--- src/verilog/noc_macros.svh ---
`ifndef NOC_MACROS_SVH
`define NOC_MACROS_SVH

// Input ports of the mesh router
`define NOC_PORTS 5

// Virtual channels per link
`define NOC_VCS 2

// Flit body width in bits
`define NOC_DATA_WIDTH 16

// Grant FIFO entries for one queued packet per VC
`define NOC_GRANT_DEPTH 2

`endif

--- src/verilog/noc_flit_pkg.sv ---
`include "noc_macros.svh"

package noc_flit_pkg;

  typedef enum logic {
    FLIT_BODY = 1'b0,
    FLIT_HEAD = 1'b1
  } flit_kind_t;

  // Header view filling the whole body width
  typedef struct packed {
    logic [3:0]                 dest_x;
    logic [3:0]                 dest_y;
    logic                       vc;      // VC of the packet
    logic [`NOC_DATA_WIDTH-10:0] length; // Flits after the head
  } flit_header_t;

  typedef logic [`NOC_DATA_WIDTH-1:0] flit_payload_t;

  // Same bits read as header on head flits and as data otherwise
  typedef union packed {
    flit_header_t  header;
    flit_payload_t payload;
  } flit_body_u;

  typedef struct packed {
    flit_kind_t kind;
    logic       tail;  // Last flit of the packet
    flit_body_u body;
  } flit_t;

endpackage

--- src/verilog/noc_ctrl_pkg.sv ---
`include "noc_macros.svh"

package noc_ctrl_pkg;

  // One bit per input port
  typedef logic [`NOC_PORTS-1:0] port_vec_t;

  // One bit per virtual channel
  typedef logic [`NOC_VCS-1:0] vc_vec_t;

endpackage

--- src/verilog/noc_round_robin_arbiter.sv ---
`timescale 1ns/100ps

module noc_round_robin_arbiter #(
  parameter int REQUESTS    = 2,
  parameter bit KEEP_RESULT = 1'b0
) (
  input  logic                clk,
  input  logic                i_rst_n,
  input  logic [REQUESTS-1:0] i_request,
  input  logic [REQUESTS-1:0] i_free,
  output logic [REQUESTS-1:0] o_grant
);

  logic [REQUESTS-1:0] mask_q;          // Requests above the last winner
  logic [REQUESTS-1:0] masked_request;
  logic [REQUESTS-1:0] masked_pick;
  logic [REQUESTS-1:0] plain_pick;
  logic [REQUESTS-1:0] new_grant;
  logic [REQUESTS-1:0] up_to_winner;
  logic [REQUESTS-1:0] grant_q;
  logic                busy_q;          // Grant held until freed

  assign masked_request = i_request & mask_q;

  // Lowest set bit of each vector
  assign masked_pick = masked_request & (~masked_request + 1'b1);
  assign plain_pick  = i_request & (~i_request + 1'b1);

  // Wrap to the bottom when nothing is left above the pointer
  assign new_grant = (|masked_request) ? masked_pick : plain_pick;

  assign o_grant = (KEEP_RESULT && busy_q) ? grant_q : new_grant;

  assign up_to_winner = (new_grant << 1) - 1'b1;

  always_ff @(posedge clk or negedge i_rst_n) begin
    if (!i_rst_n) begin
      mask_q  <= '1;                    // Port 0 first after reset
      busy_q  <= 1'b0;
      grant_q <= '0;
    end else begin
      if (|new_grant && !busy_q) begin
        mask_q <= ~up_to_winner;        // Priority moves past the winner
      end
      busy_q  <= KEEP_RESULT && (|o_grant) && !(|(o_grant & i_free));
      grant_q <= o_grant;
    end
  end

endmodule

--- src/verilog/noc_grant_fifo.sv ---
`timescale 1ns/100ps

module noc_grant_fifo #(
  parameter int WIDTH = 5,
  parameter int DEPTH = 2
) (
  input  logic             clk,
  input  logic             i_rst_n,
  input  logic             i_push,
  input  logic [WIDTH-1:0] i_data,
  input  logic             i_pop,
  output logic [WIDTH-1:0] o_data,
  output logic             o_empty,
  output logic             o_full
);

  localparam int PTR_W = (DEPTH > 1) ? $clog2(DEPTH) : 1;
  localparam int CNT_W = $clog2(DEPTH + 1);

  logic [WIDTH-1:0] mem [DEPTH];
  logic [PTR_W-1:0] wr_ptr;
  logic [PTR_W-1:0] rd_ptr;
  logic [PTR_W-1:0] rd_ptr_next;
  logic [CNT_W-1:0] count;
  logic [CNT_W-1:0] count_next;
  logic             push_ok;
  logic             pop_ok;

  function automatic logic [PTR_W-1:0] next_ptr(input logic [PTR_W-1:0] ptr);
    if (ptr == PTR_W'(DEPTH - 1)) begin
      return '0;
    end
    return ptr + 1'b1;
  endfunction

  assign push_ok     = i_push & ~o_full;   // Push on full is dropped
  assign pop_ok      = i_pop & ~o_empty;
  assign rd_ptr_next = pop_ok ? next_ptr(rd_ptr) : rd_ptr;
  assign count_next  = count + CNT_W'(push_ok) - CNT_W'(pop_ok);

  always_ff @(posedge clk) begin
    if (push_ok) begin
      mem[wr_ptr] <= i_data;
    end
  end

  always_ff @(posedge clk or negedge i_rst_n) begin
    if (!i_rst_n) begin
      wr_ptr  <= '0;
      rd_ptr  <= '0;
      count   <= '0;
      o_data  <= '0;
      o_empty <= 1'b1;
      o_full  <= 1'b0;
    end else begin
      if (push_ok) begin
        wr_ptr <= next_ptr(wr_ptr);
      end
      rd_ptr <= rd_ptr_next;
      count  <= count_next;
      if (push_ok && (count - CNT_W'(pop_ok)) == '0) begin
        o_data <= i_data;                   // New entry becomes the head
      end else if (pop_ok) begin
        o_data <= mem[rd_ptr_next];
      end
      o_empty <= (count_next == '0);
      o_full  <= (count_next == CNT_W'(DEPTH));
    end
  end

endmodule

--- src/verilog/noc_input_status.sv ---
`timescale 1ns/100ps
`include "noc_macros.svh"

module noc_input_status (
  input  logic                   clk,
  input  logic                   i_rst_n,
  input  noc_ctrl_pkg::port_vec_t i_valid,
  input  noc_flit_pkg::flit_t     i_flit [`NOC_PORTS],
  input  noc_ctrl_pkg::port_vec_t i_accept,
  output noc_ctrl_pkg::vc_vec_t   o_start [`NOC_PORTS],
  output noc_ctrl_pkg::vc_vec_t   o_request [`NOC_PORTS],
  output noc_ctrl_pkg::vc_vec_t   o_end [`NOC_PORTS]
);

  for (genvar p = 0; p < `NOC_PORTS; p++) begin : g_port
    logic is_head;
    logic packet_vc;
    logic vc_q;         // VC of the packet in progress

    assign is_head   = i_valid[p] && (i_flit[p].kind == noc_flit_pkg::FLIT_HEAD);
    assign packet_vc = is_head ? i_flit[p].body.header.vc : vc_q;

    always_ff @(posedge clk or negedge i_rst_n) begin
      if (!i_rst_n) begin
        vc_q <= 1'b0;
      end else if (is_head) begin
        vc_q <= i_flit[p].body.header.vc;
      end
    end

    for (genvar v = 0; v < `NOC_VCS; v++) begin : g_vc
      assign o_start[p][v]   = is_head && (packet_vc == 1'(v));
      assign o_request[p][v] = i_valid[p] && (packet_vc == 1'(v));
      assign o_end[p][v]     = i_valid[p] && i_accept[p] && i_flit[p].tail &&
                               (packet_vc == 1'(v));  // Tail leaving this cycle
    end
  end

endmodule

--- src/verilog/noc_port_controller.sv ---
`timescale 1ns/100ps
`include "noc_macros.svh"

module noc_port_controller (
  input  logic                    clk,
  input  logic                    i_rst_n,
  input  noc_ctrl_pkg::vc_vec_t   i_vc_available,
  input  noc_ctrl_pkg::vc_vec_t   i_start [`NOC_PORTS],
  input  noc_ctrl_pkg::vc_vec_t   i_request [`NOC_PORTS],
  input  noc_ctrl_pkg::vc_vec_t   i_end [`NOC_PORTS],
  input  logic                    i_packet_done,
  output noc_ctrl_pkg::port_vec_t o_output_grant,
  output logic                    o_grant_valid
);

  noc_ctrl_pkg::port_vec_t start [`NOC_VCS];
  noc_ctrl_pkg::port_vec_t request [`NOC_VCS];
  noc_ctrl_pkg::port_vec_t port_end [`NOC_VCS];
  noc_ctrl_pkg::port_vec_t port_grant [`NOC_VCS];
  noc_ctrl_pkg::port_vec_t output_grant;
  noc_ctrl_pkg::vc_vec_t   vc_request;
  noc_ctrl_pkg::vc_vec_t   vc_grant;
  noc_ctrl_pkg::vc_vec_t   vc_end;
  noc_ctrl_pkg::vc_vec_t   vc_queued;     // VC already has a packet in the FIFO
  logic                    fifo_push;
  logic                    fifo_full;
  logic                    fifo_empty;

  // Regroup per VC
  for (genvar v = 0; v < `NOC_VCS; v++) begin : g_regroup
    for (genvar p = 0; p < `NOC_PORTS; p++) begin : g_port
      assign start[v][p]    = i_start[p][v];
      assign request[v][p]  = i_request[p][v];
      assign port_end[v][p] = i_end[p][v];
    end
  end

  for (genvar v = 0; v < `NOC_VCS; v++) begin : g_port_arbitration
    noc_round_robin_arbiter #(
      .REQUESTS    (`NOC_PORTS),
      .KEEP_RESULT (1'b1)
    ) u_port_arbiter (
      .clk       (clk),
      .i_rst_n   (i_rst_n),
      .i_request (start[v]),
      .i_free    (port_end[v]),
      .o_grant   (port_grant[v])
    );

    assign vc_request[v] = |(request[v] & port_grant[v]) & i_vc_available[v] &
                           ~vc_queued[v] & ~fifo_full;
    assign vc_end[v]     = |(port_end[v] & port_grant[v]);
  end

  noc_round_robin_arbiter #(
    .REQUESTS    (`NOC_VCS),
    .KEEP_RESULT (1'b0)
  ) u_vc_arbiter (
    .clk       (clk),
    .i_rst_n   (i_rst_n),
    .i_request (vc_request),
    .i_free    (vc_end),
    .o_grant   (vc_grant)
  );

  always_comb begin
    output_grant = '0;
    for (int v = 0; v < `NOC_VCS; v++) begin
      if (vc_grant[v]) begin
        output_grant |= port_grant[v];    // VC grant is one-hot
      end
    end
  end

  assign fifo_push = |vc_grant;

  always_ff @(posedge clk or negedge i_rst_n) begin
    if (!i_rst_n) begin
      vc_queued <= '0;
    end else begin
      vc_queued <= (vc_queued & ~vc_end) | vc_grant;
    end
  end

  noc_grant_fifo #(
    .WIDTH (`NOC_PORTS),
    .DEPTH (`NOC_GRANT_DEPTH)
  ) u_grant_fifo (
    .clk     (clk),
    .i_rst_n (i_rst_n),
    .i_push  (fifo_push),
    .i_data  (output_grant),
    .i_pop   (i_packet_done),
    .o_data  (o_output_grant),
    .o_empty (fifo_empty),
    .o_full  (fifo_full)
  );

  assign o_grant_valid = ~fifo_empty;

endmodule

--- src/verilog/noc_output_switch.sv ---
`timescale 1ns/100ps
`include "noc_macros.svh"

module noc_output_switch (
  input  logic                    clk,
  input  logic                    i_rst_n,
  input  noc_ctrl_pkg::port_vec_t i_output_grant,
  input  logic                    i_grant_valid,
  input  noc_ctrl_pkg::port_vec_t i_valid,
  input  noc_flit_pkg::flit_t     i_flit [`NOC_PORTS],
  output noc_ctrl_pkg::port_vec_t o_accept,
  output logic                    o_packet_done,
  output logic                    o_valid,
  output noc_flit_pkg::flit_t     o_flit,
  output logic                    o_vc
);

  noc_flit_pkg::flit_t sel_flit;
  logic                forward;

  // Flit of the port at the FIFO head
  always_comb begin
    sel_flit = '0;
    for (int p = 0; p < `NOC_PORTS; p++) begin
      if (i_output_grant[p]) begin
        sel_flit = i_flit[p];
      end
    end
  end

  assign o_accept      = {`NOC_PORTS{i_grant_valid}} & i_output_grant & i_valid;
  assign forward       = |o_accept;
  assign o_packet_done = forward && sel_flit.tail;    // Pops the grant FIFO

  always_ff @(posedge clk or negedge i_rst_n) begin
    if (!i_rst_n) begin
      o_valid <= 1'b0;
      o_vc    <= 1'b0;
    end else begin
      o_valid <= forward;
      if (forward && sel_flit.kind == noc_flit_pkg::FLIT_HEAD) begin
        o_vc <= sel_flit.body.header.vc;    // Kept for the body flits
      end
    end
  end

  always_ff @(posedge clk) begin
    if (forward) begin
      o_flit <= sel_flit;
    end
  end

endmodule

--- src/verilog/noc_output_unit.sv ---
`timescale 1ns/100ps
`include "noc_macros.svh"

module noc_output_unit (
  input  logic                    clk,
  input  logic                    i_rst_n,
  input  noc_ctrl_pkg::port_vec_t i_valid,
  input  noc_flit_pkg::flit_t     i_flit [`NOC_PORTS],
  input  noc_ctrl_pkg::vc_vec_t   i_vc_available,
  output noc_ctrl_pkg::port_vec_t o_accept,
  output logic                    o_valid,
  output noc_flit_pkg::flit_t     o_flit,
  output logic                    o_vc
);

  noc_ctrl_pkg::vc_vec_t   start [`NOC_PORTS];
  noc_ctrl_pkg::vc_vec_t   request [`NOC_PORTS];
  noc_ctrl_pkg::vc_vec_t   packet_end [`NOC_PORTS];
  noc_ctrl_pkg::port_vec_t output_grant;
  logic                    grant_valid;
  logic                    packet_done;

  noc_input_status u_input_status (
    .clk       (clk),
    .i_rst_n   (i_rst_n),
    .i_valid   (i_valid),
    .i_flit    (i_flit),
    .i_accept  (o_accept),
    .o_start   (start),
    .o_request (request),
    .o_end     (packet_end)
  );

  noc_port_controller u_port_controller (
    .clk            (clk),
    .i_rst_n        (i_rst_n),
    .i_vc_available (i_vc_available),
    .i_start        (start),
    .i_request      (request),
    .i_end          (packet_end),
    .i_packet_done  (packet_done),
    .o_output_grant (output_grant),
    .o_grant_valid  (grant_valid)
  );

  noc_output_switch u_output_switch (
    .clk            (clk),
    .i_rst_n        (i_rst_n),
    .i_output_grant (output_grant),
    .i_grant_valid  (grant_valid),
    .i_valid        (i_valid),
    .i_flit         (i_flit),
    .o_accept       (o_accept),
    .o_packet_done  (packet_done),
    .o_valid        (o_valid),
    .o_flit         (o_flit),
    .o_vc           (o_vc)
  );

endmodule

--- config.mk ---
export PLATFORM = sky130hd
export DESIGN_NAME = noc_output_unit
export DESIGN_NICKNAME = d
export VERILOG_FILES = /design/src/verilog/noc_flit_pkg.sv /design/src/verilog/noc_ctrl_pkg.sv /design/src/verilog/noc_round_robin_arbiter.sv /design/src/verilog/noc_grant_fifo.sv /design/src/verilog/noc_input_status.sv /design/src/verilog/noc_port_controller.sv /design/src/verilog/noc_output_switch.sv /design/src/verilog/noc_output_unit.sv
export VERILOG_INCLUDE_DIRS = /design/src /design/src/verilog
export SDC_FILE = /design/constraint.sdc
export NUM_CORES = 1
export LEC_CHECK = 0
export ABC_CLOCK_PERIOD_IN_PS = 3600
export CAP_MARGIN = 20
export CORE_ASPECT_RATIO = 0.6
export CORE_UTILIZATION = 45
export CTS_CLUSTER_DIAMETER = 120
export DETAILED_ROUTE_END_ITERATION = 6
export DONT_BUFFER_PORTS = 1
export SLEW_MARGIN = 5
export SYNTH_ARGS = -nofsm -noshare
export SYNTH_HDL_FRONTEND = slang
export SYNTH_SLANG_ARGS = --single-unit
--- constraint.sdc ---
create_clock -name clk -period 3.6 [get_ports clk]
set_input_delay 0.72 -clock clk [delete_from_list [all_inputs] [get_ports clk]]
set_output_delay 0.72 -clock clk [all_outputs]
set_load 0.02 [all_outputs]
==> impl_metrics.toml, run 1 <==
[critical_path]
rrSetupSlack_ns = 0.23
timing_worst_setup_path_type = "reg -> reg"
critPathCaptureType = "flip-flop"
critPathCapture = "u_port_controller.u_grant_fifo.o_full"
reg2reg_depth = 13
crit_path_start_kind = "flip-flop"
critPathMaxFanout = 4
arrival_ns = 3.64
worstPathRequired_ns = 3.87
r2r-end = "u_port_controller.u_grant_fifo.o_full"

[cells_and_area]
num-fill-cells = 856
area_delta_synth_final_pct = 14.6
fin_cells = 628
multiInputGateArea_um2 = 2210
final_nets = 596
diodes = 0
register_area_um2 = 1960
drive_gt1_share_pct = 14.5

[timing]
setup_violations = 0
hold_violations = 0
period_needed_ns = 3.37
report.final.slew_viol_count = 0
slew_headroom_pct = 48.6
rsz0062_at_grt = "no"
tightest_slew_ns = 0.771
hold_ws_ns = 0.0789
period_share_pct = 93.7
clock_skew_ns = 0.00540
max_freq_mhz = 296

[power]
powerDensity_nw_per_um2 = 894
pwr-share-comb_pct = 38.1
p_total_mw = 4.45
internal_power_mw = 2.65
power_leakage_nw = 2.12
vdd.ir_drop.worst_mv = 0.460
power_frac_clock_pct = 22.4
seq_power_share_pct = 39.5
switching_share_pct = 40.5
p_switching_mw = 1.80

[drt]
routed_wl_um = 13300
first_pass_iters = 5
drtAntennaViolNets = 0
num_vias = 3974
drtIter0Drc = 505
top_layer = "met5"
wl_met2_um = 5380
drt-met1-wl_um = 5980
wl_met3_um = 1630
wire_per_inst_um = 21.1
viasPerCell = 6.33
drcViolationCount = 0

[run]
maxCapViolations = 0

[floorplanning]
start_util_pct = 46.8
core_area_um2 = 9290
die_h_um = 78.1
die_area_um2 = 10100
die_w_um = 129
row_count = 27
top_level_ports = 124

[run_status]
status = "finished clean"

[placed_design]
portBuffers = 0
place_congestion = 1.01
hpwl_um = 10100
place_inst = 612

[global_routing]
gr-total-overflow = 0
grt.total_usage_pct = 27.1
grt_pass1_wl_um = 20200
grt_pass1_vias = 3631
antenna_found_initial = 1
grt_max_degree = 45

[cts]
cts_setup_buffers = 0
clkSlewWorstSetupHoldPaths_ns = 0.06
cts_resized = 0
clock_latency_ns = 0.33
clk_path_buf_depth = 2
ctsHtreeMaxLevel = 3
cts-root-buf = "clkbuf_16"
clkSinkCount = 72
cts_inserted_buffers = 9
cts_tree = "built"
ctsHoldBuffers = 0

[yosys]
synth.avg_cell_area_um2 = 8.96
syn_area_um2 = 4350
yosys_warnings = 0
netlist-cell-type-count = 63
ys_ff_latch = 72
ys_seq_area_share_pct = 45.0
synth_top_cell_area_share_pct = 19.3
synth_area_leaders = "edfxtp_1 (19%), dfrtp_1 (18%), dfstp_2 (7.9%)"
synth_nets = 588
synthTopCellsByCount = "nand2_1 (52), nor2_1 (50), a21oi_1 (44)"
synth-edff-count = 28
yosysMostFrequentCell = "nand2_1"
ys.flop_type = "dfrtp_1"
syn_inst = 485
yosysTopAreaCell = "edfxtp_1"
synth_async_sr_flop_share_pct = 61.1

[hold_path]
hp-class = "in -> async"
## registers in the layout, indices dropped and copies added (netlist names), 2 cells and up
name                                                         flops
u_port_controller.g_port_arbitration.u_port_arbiter.busy_q       2
u_input_status.g_port.vc_q                                       5
u_port_controller.u_grant_fifo.count                             2
u_port_controller.u_grant_fifo.mem                              10
u_port_controller.u_vc_arbiter.mask_q                            2
u_port_controller.g_port_arbitration.u_port_arbiter.grant_q     10
u_port_controller.u_grant_fifo.o_data                            5
u_port_controller.g_port_arbitration.u_port_arbiter.mask_q      10
u_output_switch.o_flit                                          18
u_port_controller.vc_queued                                      2
## per-stage QoR
stage	utilization (%)	instance area, um^2	worst slack, ns	TNS (ns)
after floorplan	-	4430	-0.103	-0.142
after global placement	49.9	4630	0.164	0
after detailed placement	49.9	4630	0.0497	0
after CTS	53.6	4980	0.294	0
after global routing	53.6	4980	0.0963	0
final	53.6	4980	0.227	0
## worst max-delay path, cell delays in order, from the launching register on
cell and delay [ns]:
dfstp_2 0.58, nand4_1 0.23, o31ai_1 0.29, a31oi_1 0.09, nor3b_1 0.27, nor4bb_1 0.13, or4b_1 0.55, and3_4 0.22
ha_4 0.25, inv_2 0.04, ha_4 0.15, xnor2_2 0.13, xnor2_1 0.22, nor2b_1 0.16
## cells in the final DEF, fill, tap and decap left out, types with 4 or more instances in the layout
cell type   n
nand2_1    52
nor2_1     50
a21oi_1    44
dfrtp_1    31
edfxtp_1   28
o21ai_0    27
inv_1      27
buf_4      26
a22oi_1    15
nand3_1    14
dfstp_2    13
nand4_1    12
mux2i_1    12
clkbuf_16  11
nor2b_1     7
nor3_1      7
and3_1      7
and3_4      5
nand4b_1    5
nand3b_1    5
a31oi_1     5
a41oi_1     5
o32a_1      5
o21a_1      4
o22ai_1     4
and4_1      4
o31ai_1     4
mux2_2      4
## routing by layer
metal / vias to the layer above / global-route usage [%]
met2: 258 / 36.3
li1: 1799 / -
met5: - / 0
met3: 31 / 10.9
met1: 1884 / 38.9
met4: 2 / 8.94
## logic make-up after synthesis
kind of cell / count (synthesis) / share of synthesized area, %
simple gates: 191 / 22.6
compound gates: 137 / 20.6
flops: 72 / 45.0
buf+inv: 58 / 5.47
mux: 16 / 3.80
xor+xnor: 7 / 1.41
fa+ha+maj: 4 / 1.15
## how the worst min path moves through the flow
stage,to,cells after the start,slack [ns],from
finish,async pin,0,0.08,i_rst_n
global route,u_output_switch.o_vc,0,0.06,i_rst_n
CTS,u_output_switch.o_valid,0,0.07,i_rst_n
detailed placement,u_output_switch.o_valid,0,0.43,i_rst_n
global placement,async pin,0,0.43,i_rst_n
floorplan,u_input_status.g_port[0].vc_q,0,0.42,i_rst_n
## power by group through the flow
stage | logic [mW] | clock network [mW] | registers, mW
after floorplan | 1.34 | 0 | 1.59
after global placement | 1.64 | 0 | 1.76
after detailed placement | 1.67 | 0 | 1.76
after CTS | 1.68 | 1.01 | 1.74
after global routing | 1.88 | 1.05 | 1.79
final | 1.69 | 0.999 | 1.76
## final cells by class
cell class                      count  area share (%)
Tap cell                          130            3.27
Multi-Input combinational cell    355            44.4
Clock inverter                      3           0.854
Inverter                           29            2.19
Sequential cell                    72            39.3
Timing Repair Buffer               26            3.92
Clock buffer                       13            6.08
No activity file was read; power rests on OpenSTA's default activity.
==> run 2, diff against run 1 <==
- ABC_AREA: not set -> 1
- PLACE_DENSITY: not set -> 0.57
==> run 2 against run 1 <==
  * Cell count up 8.4%
  * Flip-flop and latch count did not move
  * Critical path depth rose by 7
==> impl_metrics.toml, run 2 <==
[cts]
cts_setup_buffers = 0
cts_resized = 0
clkSlewWorstSetupHoldPaths_ns = 0.06
clkSinkCount = 72
cts_inserted_buffers = 9
clk_path_buf_depth = 2
cts_tree = "built"
clock_latency_ns = 0.33
cts-root-buf = "clkbuf_16"
ctsHoldBuffers = 0
ctsHtreeMaxLevel = 3

[global_routing]
gr-total-overflow = 0
grt_max_degree = 45
grt_pass1_wl_um = 19700
grt.total_usage_pct = 26.1
antenna_found_initial = 0
grt_pass1_vias = 3489

[floorplanning]
row_count = 27
die_area_um2 = 10400
top_level_ports = 124
core_area_um2 = 9430
start_util_pct = 47.6
die_w_um = 131
die_h_um = 79.3

[drt]
num_vias = 3890
wire_per_inst_um = 19.2
drtIter0Drc = 542
drtAntennaViolNets = 0
drcViolationCount = 0
routed_wl_um = 13100
viasPerCell = 5.71
first_pass_iters = 7

[critical_path]
reg2reg_depth = 13
arrival_ns = 3.24
path_common_cell = "nand2_2"
crit_path_start_kind = "primary input"
critPathCaptureType = "flip-flop"
critPathMaxFanout = 5
critPathTopFamily = "simple AND/OR/NAND/NOR gates"
slowest_stage = "nor2_1"
cpPeakStageDelay_ns = 0.33
cp_cell_sequence = "nand2_1 -> nor2_1 -> nand2_1 -> o21ai_2 -> nand3_2 -> nand2_2 -> nand2_2 -> nand2_1 -> nor2_2 -> nand2_2 -> nand2_2 -> nand2_4 -> inv_1 -> ha_1 -> inv_1 -> ha_1 -> xor2_1 -> xor2_1 -> inv_1 -> nor2_1"
critPathBufInv = 3
timing_worst_setup_path_type = "in -> reg"
worstPathRequired_ns = 3.86
cp.depth = 20

[yosys]
ys_ff_latch = 72
netlist-cell-type-count = 43
yosysMostFrequentCell = "nand2_1"
syn_inst = 539
syn_area_um2 = 4480
yosys_warnings = 0
ys_seq_area_share_pct = 43.7
synth_async_sr_flop_share_pct = 61.1
synth-edff-count = 28
synth_nets = 642
ys.flop_type = "dfrtp_1"
synthTopCellsByCount = "nand2_1 (77), inv_1 (69), nor2_1 (64)"
yosysTopAreaCell = "edfxtp_1"
synth.avg_cell_area_um2 = 8.32
synth_area_leaders = "edfxtp_1 (19%), dfrtp_1 (17%), dfstp_2 (7.6%)"
synth_top_cell_area_share_pct = 18.8

[power]
p_total_mw = 4.59
power_leakage_nw = 2.25
powerDensity_nw_per_um2 = 932
vdd.ir_drop.worst_mv = 0.405

[hold_path]
hp-class = "in -> async"

[placed_design]
hpwl_um = 10100
portBuffers = 0
pre_cts_slack_ns = 0.348
place_inst = 665
place_congestion = 0.988
placed_cell_area_um2 = 4620

[timing]
hold_ws_ns = 0.0786
rsz0062_at_grt = "no"
period_needed_ns = 2.97
hold_violations = 0
period_share_pct = 82.6
max_freq_mhz = 336
report.final.slew_viol_count = 0
tns_ns = 0
tightest_slew_ns = 0.696
clock_skew_ns = 0.00925
setup_violations = 0
slew_headroom_pct = 53.6
fin_ws_ns = 0.626

[cells_and_area]
fin_util_pct = 52.2
drive_gt1_share_pct = 18.5
diodes = 0
fin_cells = 681
final_area_um2 = 4920
num-fill-cells = 893
layout_commonest_cell = "nand2_1"
regMostFlops = "u_output_switch.o_flit"
final_nets = 649
largest_register_ff_count = 18
area_delta_synth_final_pct = 9.85
layout_common_cells = "nand2_1 (77), inv_1 (69), nor2_1 (64)"

[run_status]
status = "finished clean"

[run]
maxCapViolations = 0
[run 2: power breakdown]
group	leakage [nW]	internal (mW)	switching [mW]	total (mW)
Clock	0.149	0.601	0.338	0.940
Combinational	1.34	0.687	1.23	1.92
Sequential	0.770	1.35	0.378	1.73
[run 2: path summary, 6_finish.rpt]
| path | from | endpoint | slack, ns |
|---|---|---|---|
| min | i_rst_n | async pin | 0.08 |
| max reg2reg | u_port_controller.u_grant_fifo.o_data[2] | u_port_controller.u_grant_fifo.o_full | 0.66 |
| max in group asynchronous | i_rst_n | u_port_controller.u_vc_arbiter.mask_q[1] | 3.31 |
| min in group clk | flip-flop | flip-flop | 0.44 |
| max | i_valid[4] | u_port_controller.u_grant_fifo.o_full | 0.63 |
| min reg2reg | flip-flop | flip-flop | 0.44 |
[run 2: cell type report]
| cell class | count | area, um^2 | share of cell area, % |
|---|---|---|---|
| repair buffers | 12 | 90.1 | 1.83 |
| multi-input cells | 375 | 2120 | 43.1 |
| flip-flops and latches | 72 | 1960 | 39.8 |
| well taps | 130 | 163 | 3.30 |
| inverters | 76 | 285 | 5.79 |
| clock inverters | 5 | 72.6 | 1.47 |
| clock buffers | 11 | 233 | 4.73 |
[run 2: routing by layer]
layer / up-vias / GRT usage, % / part of all wire [%] / routed length, um
li1: 1847 / - / - / -
met1: 1823 / 42.0 / 49 / 6370
met2: 204 / 33.0 / 41 / 5310
met3: 16 / 7.82 / 10 / 1310
met4: 0 / 5.06 / 0.71 / 93
met5: - / 0 / 0 / 0
[run 2: cell families after synthesis]
| family | after synthesis | synth area share, % |
|---|---|---|
| compound gates | 94 | 13.9 |
| xor+xnor | 4 | 0.782 |
| fa+ha+maj | 4 | 1.12 |
| buf+inv | 92 | 8.96 |
| flops | 72 | 43.7 |
| mux | 6 | 1.51 |
| simple gates | 267 | 30.0 |
==> run 3, diff against run 2 <==
- ABC_CLOCK_PERIOD_IN_PS: 3600 -> 2700
- PLACE_DENSITY: 0.57 -> 0.59
- clock period: 3.6 -> 2.7 ns (I/O delays scaled with it)
==> run 3 against run 2 <==
  * The flow now finishes with violations (setup timing)
  * Die area did not move
  * Wire length rose by 2.8%
  * Count of clock-buffer cells in the layout fell by 1
  * Clock power rose by 37%
  * Non-clock buffer count rose by 49
  * Combinational power rose by 56%
  * Largest cell class unchanged
  * Highest routed layer unchanged
==> impl_metrics.toml, run 3 (same netlist as run 2, synthesis figures left out) <==
[timing]
max_freq_mhz = 366
hold_violations = 0
period_share_pct = 101
rsz0062_at_grt = "yes"
tightest_slew_ns = 0.493
period_needed_ns = 2.73
report.final.slew_viol_count = 0
tns_ns = -0.0582
slew_headroom_pct = 66.8
setup_violations = 2
clock_skew_ns = 0.00831
fin_ws_ns = -0.0323

[cts]
cts-root-buf = "clkbuf_16"
cts_inserted_buffers = 9
ctsHtreeMaxLevel = 3
clk_path_buf_depth = 2
clkSinkCount = 72
clkSlewWorstSetupHoldPaths_ns = 0.06
clock_latency_ns = 0.34
cts_tree = "built"

[critical_path]
path_common_cell = "nand2_2"
slowest_stage = "dfstp_2"
critPathMaxFanout = 5
critPathBufInv = 3
critPathCaptureType = "flip-flop"
critPathTopFamily = "simple AND/OR/NAND/NOR gates"
worstPathRequired_ns = 2.98
arrival_ns = 3.01
timing_worst_setup_path_type = "reg -> reg"
cp_cell_sequence = "nand4_1 -> nand2_2 -> nor2_4 -> nand3_2 -> nand3_2 -> nand3_2 -> nand2_2 -> nor2_2 -> nand2_2 -> nand2_2 -> nand2_4 -> inv_4 -> ha_4 -> inv_4 -> ha_4 -> xor2_2 -> xor2_1 -> buf_4 -> nor2_2"
crit_path_start_kind = "flip-flop"
cpPeakStageDelay_ns = 0.55

[drt]
drtIter0Drc = 369
first_pass_iters = 5
routed_wl_um = 13500
num_vias = 4124
drcViolationCount = 0
drtAntennaViolNets = 0
wire_per_inst_um = 18.4
viasPerCell = 5.65

[cells_and_area]
drive_gt1_share_pct = 29.3
multiInputGateArea_um2 = 2230
largest_register_ff_count = 18
layout_common_cells = "nand2_1 (74), inv_1 (66), nor2_1 (63)"
area_delta_synth_final_pct = 21.3
diodes = 0
final_area_um2 = 5440
final_nets = 698
num-fill-cells = 826
regMostFlops = "u_output_switch.o_flit"
register_area_um2 = 1960
layout_commonest_cell = "nand2_1"

[global_routing]
grt_pass1_vias = 3729
grt_pass1_wl_um = 20200
grt_max_degree = 32
gr-total-overflow = 0
grt.total_usage_pct = 26.5
antenna_found_initial = 0

[floorplanning]
row_count = 27
die_h_um = 79.3
start_util_pct = 47.6
die_w_um = 131
core_area_um2 = 9430
die_area_um2 = 10400
top_level_ports = 124

[power]
vdd.ir_drop.worst_mv = 0.540
power_leakage_nw = 2.50
powerDensity_nw_per_um2 = 1210

[placed_design]
hpwl_um = 10500
portBuffers = 0
place_congestion = 0.923
placed_cell_area_um2 = 4940

[hold_path]
hp-class = "in -> async"

[run_status]
violations = "setup timing"
status = "finished, violations left"

[run]
maxCapViolations = 0
## run 3: cell count changes in the layout (fill, tap and decap cells not counted), moves of 5 or more
cell	change
buf_4	+48
nand3_1	-7
nand3_2	+7
nor3_1	-5
nor3_2	+5
## run 3: final cells by class
type	count	share of cell area, %
clock inverter	6	1.70
timing repair buffer	61	8.65
tap	130	2.99
inverter	76	5.34
sequential	72	36.0
clock buffer	10	4.21
multi-input combinational	375	41.1
## run 3: timing repair
action,CTS,global route
hold buffers,1,0
setup endpoints to repair,1,3
pin swaps,2,16
endpoints found under the hold margin,31,0
resized for setup,1,19
buffers inserted,0,9
## run 3: power breakdown
| part | total (mW) | switching (mW) | internal (mW) |
|---|---|---|---|
| Clock | 1.29 | 0.477 | 0.814 |
| Sequential | 2.29 | 0.486 | 1.80 |
| Combinational | 2.99 | 1.80 | 1.19 |
## run 3: stage by stage
stage / util [%] / hold WS (ns) / cells / power, mW / worst slack (ns)
after floorplan: - / 0.244 / 539 / 4.19 / 0.0212
after global placement: 52.5 / 0.246 / 704 / 4.91 / -0.223
after detailed placement: 52.5 / 0.247 / 704 / 5.00 / -0.295
after CTS: 56.1 / 0.0265 / 721 / 6.31 / 0.00420
after global routing: 57.7 / 0.0223 / 730 / 6.97 / -0.181
final: 57.7 / 0.0213 / 730 / 6.57 / -0.0323
## run 3: path summary, 6_finish.rpt
check	start	end	slack, ns	cells past startpoint
max in group asynchronous	i_rst_n	u_port_controller.u_grant_fifo.wr_ptr	2.48	1
max reg2reg	flip-flop	u_port_controller.u_grant_fifo.o_empty	-0.03	19
max	flip-flop	u_port_controller.u_grant_fifo.o_empty	-0.03	19
min reg2reg	flip-flop	flip-flop	0.43	1
min in group clk	flip-flop	flip-flop	0.43	1
min	i_rst_n	u_input_status.g_port[3].vc_q	0.02	1
## run 3: routing by layer
metal | up-vias | routed length (um) | GRT usage (%)
li1 | 1947 | - | -
met1 | 1988 | 6520 | 41.4
met2 | 175 | 5600 | 34.8
met3 | 14 | 1200 | 7.35
met4 | 0 | 131 | 7.01
met5 | - | 0 | 0
## run 3: worst reg2reg max path, cell delays in order, from the launching register on
cell     delay (ns)
dfstp_2        0.55
nand4_1        0.18
nand2_2        0.13
nor2_4         0.07
nand3_2        0.09
nand3_2        0.09
nand3_2        0.12
nand2_2        0.06
nor2_2         0.11
nand2_2        0.10
nand2_2        0.10
nand2_4        0.06
inv_4          0.06
ha_4           0.19
inv_4          0.05
ha_4           0.13
xor2_2         0.13
xor2_1         0.25
buf_4          0.17
nor2_2         0.03
